[src/logic/cpu_macros.svh]
/* CPU sizing macros
   Word width, register count, memory depths and instruction field positions */
`ifndef CPU_MACROS_SVH
`define CPU_MACROS_SVH

`define WORD_W      16
`define REG_COUNT   8
`define INSTR_DEPTH 64
`define TIM_DEPTH   64

// Instruction fields, opcode in the top bits
`define OPCODE_MSB  15
`define OPCODE_LSB  11
`define RD_LSB      8
`define RA_LSB      5

`endif

[src/logic/cpu_pkg.sv]
/* CPU shared types
   Instruction format, opcodes, function codes, ALU ops and decoder output */
`default_nettype none
`include "cpu_macros.svh"

package cpu_pkg;

    typedef logic [`WORD_W-1:0]            word_t;
    typedef logic [$clog2(`REG_COUNT)-1:0] reg_idx_t;

    typedef enum logic [`OPCODE_MSB-`OPCODE_LSB:0] {
        OP_NOP   = 5'h00,
        OP_LW    = 5'h01,
        OP_SW    = 5'h02,
        OP_BIT   = 5'h03,
        OP_MOV   = 5'h04,
        OP_MOVI  = 5'h05,
        OP_ARITH = 5'h07,
        OP_BR    = 5'h09,
        OP_HALT  = 5'h1f
    } opcode_t;

    typedef logic [`RA_LSB-1:0] func_t;

    // ARITH codes, any code with bit 4 clear is add-immediate
    localparam func_t FN_ADDI  = 5'b00000;
    localparam func_t FN_ADD   = 5'b11111;
    localparam func_t FN_SUB   = 5'b10000;
    // BIT codes
    localparam func_t FN_OR    = 5'h00;
    localparam func_t FN_XOR   = 5'h01;
    localparam func_t FN_AND   = 5'h02;
    localparam func_t FN_NOT   = 5'h03;
    localparam func_t FN_LSHFT = 5'h04;
    localparam func_t FN_RSHFT = 5'h05;

    // Branch condition in imm8
    localparam logic [7:0] BR_ALWAYS = 8'h00;

    typedef struct packed {
        opcode_t  opcode;
        reg_idx_t rd;
        reg_idx_t ra;
        func_t    func;
    } instr_t;

    typedef enum logic [3:0] {
        ALU_NOP, ALU_PASS, ALU_ADD, ALU_SUB, ALU_OR,
        ALU_XOR, ALU_AND, ALU_NOT, ALU_LSHFT, ALU_RSHFT
    } alu_op_t;

    typedef struct packed {
        reg_idx_t   rd;
        reg_idx_t   ra;
        logic [7:0] imm8;
        logic [3:0] imm4;
        func_t      simm5;
        alu_op_t    alu_op;
        logic       has_we;
        logic       has_imm8;
        logic       has_imm4;
        logic       has_mem;
        logic       has_mem_we;
        logic       has_br;
        logic       is_halt;
    } decoded_t;

endpackage

`default_nettype wire

[src/logic/mem_if.sv]
/* Data memory request channel
   Control requests one load or store, the memory unit reports busy and read data */
`timescale 1ns/1ps
`default_nettype none

interface mem_if;
    import cpu_pkg::*;

    logic  req;
    word_t addr;
    word_t wdata;
    logic  we;
    logic  busy;
    word_t rdata;

    modport requester (output req, addr, wdata, we, input busy, rdata);
    modport server (input req, addr, wdata, we, output busy, rdata);
endinterface

`default_nettype wire

[src/logic/sync_ram.sv]
/* Single-port synchronous RAM
   Registered read, the output holds during a write cycle */
`timescale 1ns/1ps
`default_nettype none

module sync_ram #(
    parameter type payload_t = cpu_pkg::word_t,
    parameter int  DEPTH     = 64
) (
    input  logic                     clk,
    input  logic [$clog2(DEPTH)-1:0] addr,
    input  logic                     we,
    input  payload_t                 wdata,
    output payload_t                 rdata
);
    payload_t mem [DEPTH];

    always_ff @(posedge clk) begin
        if (we) begin
            mem[addr] <= wdata;
        end else begin
            rdata <= mem[addr];
        end
    end
endmodule

`default_nettype wire

[src/logic/instr_decoder.sv]
/* Instruction decoder
   Maps opcode and function code to the ALU op and control flags */
`timescale 1ns/1ps
`default_nettype none
`include "cpu_macros.svh"

module instr_decoder (
    input  cpu_pkg::instr_t   instr,
    output cpu_pkg::decoded_t dec
);
    import cpu_pkg::*;

    always_comb begin
        dec        = '0;
        dec.rd     = instr.rd;
        dec.ra     = instr.ra;
        dec.imm8   = instr[`RD_LSB-1:0];
        dec.imm4   = instr.func[3:0];
        dec.simm5  = instr.func;
        dec.alu_op = ALU_NOP;

        case (instr.opcode)
            OP_HALT: dec.is_halt = 1'b1;
            OP_LW: begin
                dec.alu_op  = ALU_PASS;
                dec.has_mem = 1'b1;
                dec.has_we  = 1'b1;
            end
            OP_SW: begin
                dec.alu_op     = ALU_PASS;
                dec.has_mem    = 1'b1;
                dec.has_mem_we = 1'b1;
            end
            OP_MOV: begin
                dec.alu_op = ALU_PASS;
                dec.has_we = 1'b1;
            end
            OP_MOVI: begin
                dec.alu_op   = ALU_PASS;
                dec.has_imm8 = 1'b1;
                dec.has_we   = 1'b1;
            end
            OP_ARITH: begin
                dec.has_we = 1'b1;
                if (!instr.func[4]) begin
                    dec.alu_op   = ALU_ADD;
                    dec.has_imm4 = 1'b1;
                end else if (instr.func == FN_ADD) begin
                    dec.alu_op = ALU_ADD;
                end else if (instr.func == FN_SUB) begin
                    dec.alu_op = ALU_SUB;
                end else begin
                    dec.has_we = 1'b0;
                end
            end
            OP_BIT: begin
                dec.has_we = 1'b1;
                case (instr.func)
                    FN_OR:    dec.alu_op = ALU_OR;
                    FN_XOR:   dec.alu_op = ALU_XOR;
                    FN_AND:   dec.alu_op = ALU_AND;
                    FN_NOT:   dec.alu_op = ALU_NOT;
                    FN_LSHFT: dec.alu_op = ALU_LSHFT;
                    FN_RSHFT: dec.alu_op = ALU_RSHFT;
                    // Unknown bit op behaves as NOP
                    default:  dec.has_we = 1'b0;
                endcase
            end
            OP_BR: dec.has_br = 1'b1;
            default: ;
        endcase
    end
endmodule

`default_nettype wire

[src/logic/alu.sv]
/* ALU
   Unsigned add and sub, bitwise ops, shifts and operand pass-through */
`timescale 1ns/1ps
`default_nettype none

module alu (
    input  cpu_pkg::alu_op_t op,
    input  cpu_pkg::word_t   a,
    input  cpu_pkg::word_t   b,
    output cpu_pkg::word_t   c
);
    import cpu_pkg::*;

    always_comb begin
        case (op)
            // MOV, MOVI and the load/store address base
            ALU_PASS:  c = b;
            ALU_ADD:   c = a + b;
            ALU_SUB:   c = a - b;
            ALU_OR:    c = a | b;
            ALU_XOR:   c = a ^ b;
            ALU_AND:   c = a & b;
            ALU_NOT:   c = ~b;
            ALU_LSHFT: c = a << b;
            ALU_RSHFT: c = a >> b;
            default:   c = '0;
        endcase
    end
endmodule

`default_nettype wire

[src/logic/reg_file.sv]
/* Register file
   Eight words, asynchronous read port and synchronous write port */
`timescale 1ns/1ps
`default_nettype none
`include "cpu_macros.svh"

module reg_file (
    input  logic              clk,
    input  logic              reset,
    input  cpu_pkg::reg_idx_t rs,
    output cpu_pkg::word_t    rdata,
    input  logic              we,
    input  cpu_pkg::reg_idx_t ws,
    input  cpu_pkg::word_t    wdata
);
    import cpu_pkg::*;

    word_t regs [`REG_COUNT];

    always_ff @(posedge clk) begin
        if (reset) begin
            for (int i = 0; i < `REG_COUNT; i++) begin
                regs[i] <= '0;
            end
        end else if (we) begin
            regs[ws] <= wdata;
        end
    end

    assign rdata = regs[rs];
endmodule

`default_nettype wire

[src/logic/mem_unit.sv]
/* Memory unit
   Serves loads and stores from the TIM scratch RAM or over an APB master */
`timescale 1ns/1ps
`default_nettype none
`include "cpu_macros.svh"

module mem_unit (
    input  logic           clk,
    input  logic           reset,
    mem_if.server          mem,
    output cpu_pkg::word_t paddr,
    output logic           pwrite,
    output logic           psel,
    output logic           penable,
    output cpu_pkg::word_t pwdata,
    input  cpu_pkg::word_t prdata,
    input  logic           pready
);
    import cpu_pkg::*;

    localparam int TIM_AW = $clog2(`TIM_DEPTH);

    typedef enum logic [1:0] {APB_IDLE, APB_SETUP, APB_ACCESS} apb_state_t;

    apb_state_t state;
    logic       tim_hit;
    logic       tim_sel;
    word_t      tim_rdata;
    word_t      apb_rdata;

    // Low addresses stay inside the core
    assign tim_hit  = mem.addr < `TIM_DEPTH;
    assign mem.busy = mem.req || (state != APB_IDLE);
    assign mem.rdata = tim_sel ? tim_rdata : apb_rdata;

    sync_ram #(
        .payload_t (word_t),
        .DEPTH     (`TIM_DEPTH)
    ) tim_ram (
        .clk   (clk),
        .addr  (mem.addr[TIM_AW-1:0]),
        .we    (mem.req && mem.we && tim_hit),
        .wdata (mem.wdata),
        .rdata (tim_rdata)
    );

    always_ff @(posedge clk) begin
        if (reset) begin
            state   <= APB_IDLE;
            tim_sel <= 1'b0;
            psel    <= 1'b0;
            penable <= 1'b0;
            pwrite  <= 1'b0;
        end else begin
            if (mem.req) begin
                tim_sel <= tim_hit;
            end
            case (state)
                APB_IDLE: begin
                    if (mem.req && !tim_hit) begin
                        psel   <= 1'b1;
                        pwrite <= mem.we;
                        state  <= APB_SETUP;
                    end
                end
                APB_SETUP: begin
                    penable <= 1'b1;
                    state   <= APB_ACCESS;
                end
                APB_ACCESS: begin
                    // Wait states last while pready is low
                    if (pready) begin
                        psel    <= 1'b0;
                        penable <= 1'b0;
                        pwrite  <= 1'b0;
                        state   <= APB_IDLE;
                    end
                end
                default: state <= APB_IDLE;
            endcase
        end
    end

    // Transfer address, write data and captured read data
    always_ff @(posedge clk) begin
        if (state == APB_IDLE && mem.req && !tim_hit) begin
            paddr  <= mem.addr;
            pwdata <= mem.wdata;
        end
        if (state == APB_ACCESS && pready) begin
            apb_rdata <= prdata;
        end
    end

    apb_access_stable: assert property (@(posedge clk) disable iff (reset)
        penable |-> psel && $stable(paddr));
endmodule

`default_nettype wire

[src/logic/core_ctrl.sv]
/* Core control
   Multicycle fetch, operand read, memory and write-back FSM with PC and program RAM */
`timescale 1ns/1ps
`default_nettype none
`include "cpu_macros.svh"

module core_ctrl (
    input  logic                            clk,
    input  logic                            reset,
    input  logic                            prog_we,
    input  logic [$clog2(`INSTR_DEPTH)-1:0] prog_addr,
    input  cpu_pkg::instr_t                 prog_data,
    mem_if.requester                        mem,
    output logic                            halted,
    output cpu_pkg::word_t                  dbg_pc
);
    import cpu_pkg::*;

    localparam int IA_W = $clog2(`INSTR_DEPTH);

    typedef enum logic [2:0] {ST_IF, ST_RD, ST_RA, ST_MEM, ST_WB, ST_HALT} state_t;

    state_t          state;
    word_t           pc;
    instr_t          instr;
    instr_t          ram_rdata;
    logic [IA_W-1:0] ram_addr;
    decoded_t        dec;
    reg_idx_t        reg_rs;
    word_t           reg_rdata;
    word_t           reg_wdata;
    logic            reg_we;
    word_t           opa;
    word_t           opb;
    word_t           alu_c;
    word_t           addr_base;
    logic            branch;

    // Program port owns the instruction RAM during reset
    assign ram_addr = reset ? prog_addr : pc[IA_W-1:0];

    sync_ram #(
        .payload_t (instr_t),
        .DEPTH     (`INSTR_DEPTH)
    ) instr_ram (
        .clk   (clk),
        .addr  (ram_addr),
        .we    (reset && prog_we),
        .wdata (prog_data),
        .rdata (ram_rdata)
    );

    instr_decoder u_dec (.instr(instr), .dec(dec));

    // Single read port, rd first then ra
    assign reg_rs    = (state == ST_RD) ? dec.rd : dec.ra;
    assign reg_we    = dec.has_we && (state == ST_WB);
    assign reg_wdata = dec.has_mem ? mem.rdata : alu_c;

    reg_file u_regs (
        .clk   (clk),
        .reset (reset),
        .rs    (reg_rs),
        .rdata (reg_rdata),
        .we    (reg_we),
        .ws    (dec.rd),
        .wdata (reg_wdata)
    );

    alu u_alu (.op(dec.alu_op), .a(opa), .b(opb), .c(alu_c));

    // Request goes out in the read-ra step, base comes straight from the
    // register port there and from the ALU pass-through afterwards
    assign addr_base = (state == ST_RA) ? reg_rdata : alu_c;
    assign mem.req   = (state == ST_RA) && dec.has_mem;
    assign mem.addr  = addr_base + word_t'(dec.simm5);
    assign mem.wdata = opa;
    assign mem.we    = dec.has_mem_we;

    assign branch = dec.has_br && (dec.imm8 == BR_ALWAYS);
    assign dbg_pc = pc;

    always_ff @(posedge clk) begin
        if (state == ST_RD) begin
            opa <= reg_rdata;
        end
        if (state == ST_RA) begin
            if (dec.has_imm8) begin
                opb <= word_t'(dec.imm8);
            end else if (dec.has_imm4) begin
                opb <= word_t'(dec.imm4);
            end else begin
                opb <= reg_rdata;
            end
        end
    end

    always_ff @(posedge clk) begin
        if (reset) begin
            // Write-back of a NOP gives the RAM one cycle to read word 0
            state  <= ST_WB;
            pc     <= '0;
            instr  <= '0;
            halted <= 1'b0;
        end else begin
            case (state)
                ST_IF: begin
                    instr <= ram_rdata;
                    state <= ST_RD;
                end
                ST_RD: state <= ST_RA;
                ST_RA: begin
                    if (branch) begin
                        pc <= opa;
                    end else if (pc < word_t'(`INSTR_DEPTH - 1)) begin
                        pc <= pc + 1'b1;
                    end
                    state <= dec.has_mem ? ST_MEM : ST_WB;
                end
                ST_MEM: begin
                    if (!mem.busy) begin
                        state <= ST_WB;
                    end
                end
                ST_WB: begin
                    if (dec.is_halt) begin
                        halted <= 1'b1;
                        state  <= ST_HALT;
                    end else begin
                        state <= ST_IF;
                    end
                end
                ST_HALT: state <= ST_HALT;
                default: state <= ST_IF;
            endcase
        end
    end

    // New request only after the memory unit has gone idle
    req_after_idle: assert property (@(posedge clk) disable iff (reset)
        mem.req |-> !$past(mem.busy));

    halt_is_sticky: assert property (@(posedge clk)
        halted && !reset |=> halted);
endmodule

`default_nettype wire

[src/logic/cpu_top.sv]
/* CPU top level
   Core control and memory unit with program load port and APB master */
`timescale 1ns/1ps
`default_nettype none
`include "cpu_macros.svh"

module cpu_top (
    input  logic                            clk,
    input  logic                            reset,
    // Program load, used during reset
    input  logic                            prog_we,
    input  logic [$clog2(`INSTR_DEPTH)-1:0] prog_addr,
    input  cpu_pkg::word_t                  prog_data,
    // APB master
    output cpu_pkg::word_t                  paddr,
    output logic                            pwrite,
    output logic                            psel,
    output logic                            penable,
    output cpu_pkg::word_t                  pwdata,
    input  cpu_pkg::word_t                  prdata,
    input  logic                            pready,
    // Status
    output logic                            halted,
    output cpu_pkg::word_t                  dbg_pc
);
    mem_if mem ();

    core_ctrl u_ctrl (
        .clk       (clk),
        .reset     (reset),
        .prog_we   (prog_we),
        .prog_addr (prog_addr),
        .prog_data (prog_data),
        .mem       (mem.requester),
        .halted    (halted),
        .dbg_pc    (dbg_pc)
    );

    mem_unit u_mem (
        .clk     (clk),
        .reset   (reset),
        .mem     (mem.server),
        .paddr   (paddr),
        .pwrite  (pwrite),
        .psel    (psel),
        .penable (penable),
        .pwdata  (pwdata),
        .prdata  (prdata),
        .pready  (pready)
    );
endmodule

`default_nettype wire

[config.mk]
export PLATFORM = sky130hd
export DESIGN_NAME = cpu_top
export DESIGN_NICKNAME = d
export VERILOG_FILES = /design/src/logic/cpu_pkg.sv /design/src/logic/mem_if.sv /design/src/logic/sync_ram.sv /design/src/logic/instr_decoder.sv /design/src/logic/alu.sv /design/src/logic/reg_file.sv /design/src/logic/mem_unit.sv /design/src/logic/core_ctrl.sv /design/src/logic/cpu_top.sv
export VERILOG_INCLUDE_DIRS = /design/src /design/src/logic
export SDC_FILE = /design/constraint.sdc
export NUM_CORES = 2
export LEC_CHECK = 0
export BUFFER_PORTS_ARGS = -buffer_cell sky130_fd_sc_hd__buf_2
export CORE_MARGIN = 2
export CORE_UTILIZATION = 44
export DETAILED_ROUTE_END_ITERATION = 16
export PLACE_DENSITY = 0.67
export SKIP_CTS_REPAIR_TIMING = 1
export SLEW_MARGIN = 20
export SYNTH_ARGS = -nofsm -noshare
export SYNTH_HDL_FRONTEND = slang
export SYNTH_SLANG_ARGS = --single-unit
[constraint.sdc]
create_clock -name clk -period 8.48 [get_ports clk]
set_input_delay 1.696 -clock clk [delete_from_list [all_inputs] [get_ports clk]]
set_output_delay 1.696 -clock clk [all_outputs]
set_load 0.03 [all_outputs]
==> reports/metrics.csv <==
metric;value;unit
status;completed;
initial core utilization;44.2;%
worst-skew pair later-pin latency;0.85;ns
endpoints failing setup;0;
Power Density;246;nW/um^2
CTS clk-pin slew, worst paths;0.06;ns
HPWL after DPL;168000;um
Worst EP required;9.05;ns
Wirelength per Cell;32.0;um
pin count of the biggest net entering global routing;92;
layout cells sized above 1;14.7;%
register share of total power;50.7;%
clock root buffer;clkbuf_16;
Core ar.;207000;um^2
Post-synth ARST share;0;%
CTS tree;yes;
max cap viols;0;
Final Skew;0.0468;ns
H-tree lvl count;4;
post-synth cell types;98;
vias post-DR;56907;
Remaining Overflow, GRT;0;
# port buffers;93;
vias in the first global route;53857;
worst-margin pin slew;1.16;ns
Seq/Total Area, Yosys;76.2;%
combinational fraction of design power;12.1;%
I/O Pins;94;
antenna violations before repair;4;
Remaining DRCs;0;
TritonRoute pass-1 iters;6;
Final Net Count;5927;
CP Data Arrival Time;8.39;ns
vias per cell;6.53;
CP max stage delay;0.64;ns
synthesis-to-layout area growth;13.4;%
Max clock buf depth;3;
met1 Use GR;35.5;%
count of final max-slew check failures;0;
worst vdd ir;0.000232;V
GP Congestion;0.971;
Mapped Nets;5692;
slowest stage cell, crit path;dfxtp_1;
placed cell areas;96700;um^2
Ys Warns;0;
clock share of power;37.2;%
GRT Util Overall;25.8;%
Final Hold Vio Count;0;
Clock Sinks;2330;
Pleak;32.4;nW
FILL cells;16745;
DR iter-0 viols;8963;
Final period util;92.2;%
cell area after synthesis;91300;um^2
GRT met3 Usage;4.85;%
DIE AREA;211000;um^2
Crit Path Class;reg -> reg;
Die Width;460;um
switching share of power;26.0;%
first-pass GRT wire length;395000;um
CP dominant cell by count;nand3_1;
HP Class;reg -> reg;
NetSw;0.00661;W
CP Capture Type;flip-flop;
met2 usage;40.6;%
design area;104000;um^2
post-route minimum period;7.82;ns
EDFF count, synth;2288;
Fmax;0.128;GHz
crit-path max FO;80;
Detailed Route WL;279000;um
Rel. slew slack;23.0;%
Register Area;69500;um^2
setup TNS;0;ns
Post-Synthesis Cells;5594;
FP Rows;167;
CTS buffer count;220;
Pint;0.0188;W
unrepaired setup endpoints after global routing;no;
DIE HEIGHT;460;um
Main synth FF type;edfxtp_1;
Multi-input gate area;20500;um^2
Detail Route Antenna Nets;0;
Critical Path Start Type;flip-flop;
Mapped Avg Cell Area;16.3;um^2
post-synthesis register bit count;2330;
global route hottest layer;met2;
synth_stat cells, drive strengths merged, types with 19 or more instances:
cell,instances,area (um^2)
edfxtp,2288,68700
a22oi,597,4500
nor2,329,1230
clkbuf,276,1040
nand2,186,698
a221oi,179,1570
a22o,168,1470
a21oi,149,757
nand4,137,857
mux2i,126,1290
o21ai,124,621
buf,108,522
a31oi,102,644
nor3,95,533
inv,72,270
nand3,61,315
ha,54,676
a222oi,52,521
dfxtp,42,841
mux4,40,901
o22ai,26,163
xnor2,26,228
mux2,25,282
nor4,23,165
a211oi,22,165
a41oi,21,184
nor2b,21,131
o211ai,19,143
path summary, 6_finish.rpt:
kind                             start                  endpoint  slack (ns)  cells past startpoint
max                   u_ctrl.instr[13]  u_mem.tim_ram.mem[9][11]        0.66                     28
max reg2reg           u_ctrl.instr[13]  u_mem.tim_ram.mem[9][11]        0.66                     28
min          u_ctrl.instr_ram.rdata[5]           u_ctrl.instr[5]        0.50                      2
min reg2reg  u_ctrl.instr_ram.rdata[5]           u_ctrl.instr[5]        0.50                      2
worst max-delay path: cells and delay by family (launching register included):
kind	cells	cell delay, ns
simple gates	14	3.92
compound gates	8	1.45
fa+ha+maj	2	0.59
buf+inv	3	0.62
flops	1	0.64
xor+xnor	1	0.16
kinds of logic (layout without fill, tap and decap cells):
family                   after synthesis  count (layout)  share of synthesized area, %
flip-flops                          2330            2330                          76.2
multiplexers                         191             191                          2.71
AO/OA/AOI/OAI                       1582            1582                          12.9
other                                  0               1                             0
XOR/XNOR                              35              35                         0.336
buffers and inverters                458             877                          2.01
adder cells (fa/ha/maj)               56              56                         0.784
AND/OR/NAND/NOR                      942             942                          5.06
cells in the final DEF (no fill, tap or decap), drive strengths merged, types with 102 or more instances in the layout:
cell    netlist  final
a21oi       149    149
a221oi      179    179
a22o        168    168
a22oi       597    597
a31oi       102    102
buf         108    397
clkbuf      276    272
clkinv        2    111
edfxtp     2288   2288
mux2i       126    126
nand2       186    186
nand4       137    137
nor2        329    329
o21ai       124    124
metal layers:
metal	share of wire, %	vias to the layer above
met5	0.012	-
met2	47	3947
met3	11	542
li1	-	23547
met1	38	28865
met4	4.3	6
area by class of cell:
class / count / share of cell area [%]
Antenna cell: 1 / 0.00242
Clock buffer: 272 / 5.51
Multi-Input combinational cell: 2806 / 19.8
Sequential cell: 2330 / 67.2
Timing Repair Buffer: 397 / 2.88
Clock inverter: 134 / 1.11
Inverter: 74 / 0.268
Tap cell: 2704 / 3.27
power groups by stage:
stage	Sequential [W]	Combinational (W)	Clock, W
floorplan	0.0131	0.00154	0
global placement	0.0131	0.00296	0
detailed placement	0.0131	0.00298	0
CTS	0.0129	0.00299	0.00952
global route	0.0129	0.00316	0.00999
finish	0.0129	0.00307	0.00946
flip-flops by register name (all words and copies together) (netlist names):
name	flops
u_ctrl.dbg_pc	16
u_ctrl.halted	1
u_ctrl.instr	16
u_ctrl.instr_ram.mem	1024
u_ctrl.instr_ram.rdata	16
u_ctrl.mem.wdata	16
u_ctrl.opb	16
u_ctrl.state	3
u_ctrl.u_regs.regs	128
u_mem.apb_rdata	16
u_mem.paddr	16
u_mem.penable	1
u_mem.psel	1
u_mem.pwdata	16
u_mem.pwrite	1
u_mem.state	2
u_mem.tim_ram.mem	1024
u_mem.tim_ram.rdata	16
u_mem.tim_sel	1
metrics by stage:
step | total power [W] | utilization, % | setup WS [ns] | cells | hold WS (ns)
2_1_floorplan | 0.0146 | - | 1.13 | 5594 | 0.471
3_3_place_gp | 0.0161 | 46.8 | 0.919 | 8310 | 0.481
3_5_place_dp | 0.0161 | 46.8 | 0.900 | 8310 | 0.486
4_1_cts | 0.0254 | 50.1 | 0.863 | 8716 | 0.502
5_1_grt | 0.0260 | 50.1 | 0.290 | 8717 | 0.517
6_report | 0.0254 | 50.1 | 0.661 | 8718 | 0.496
No activity file was read; power rests on OpenSTA's default activity.
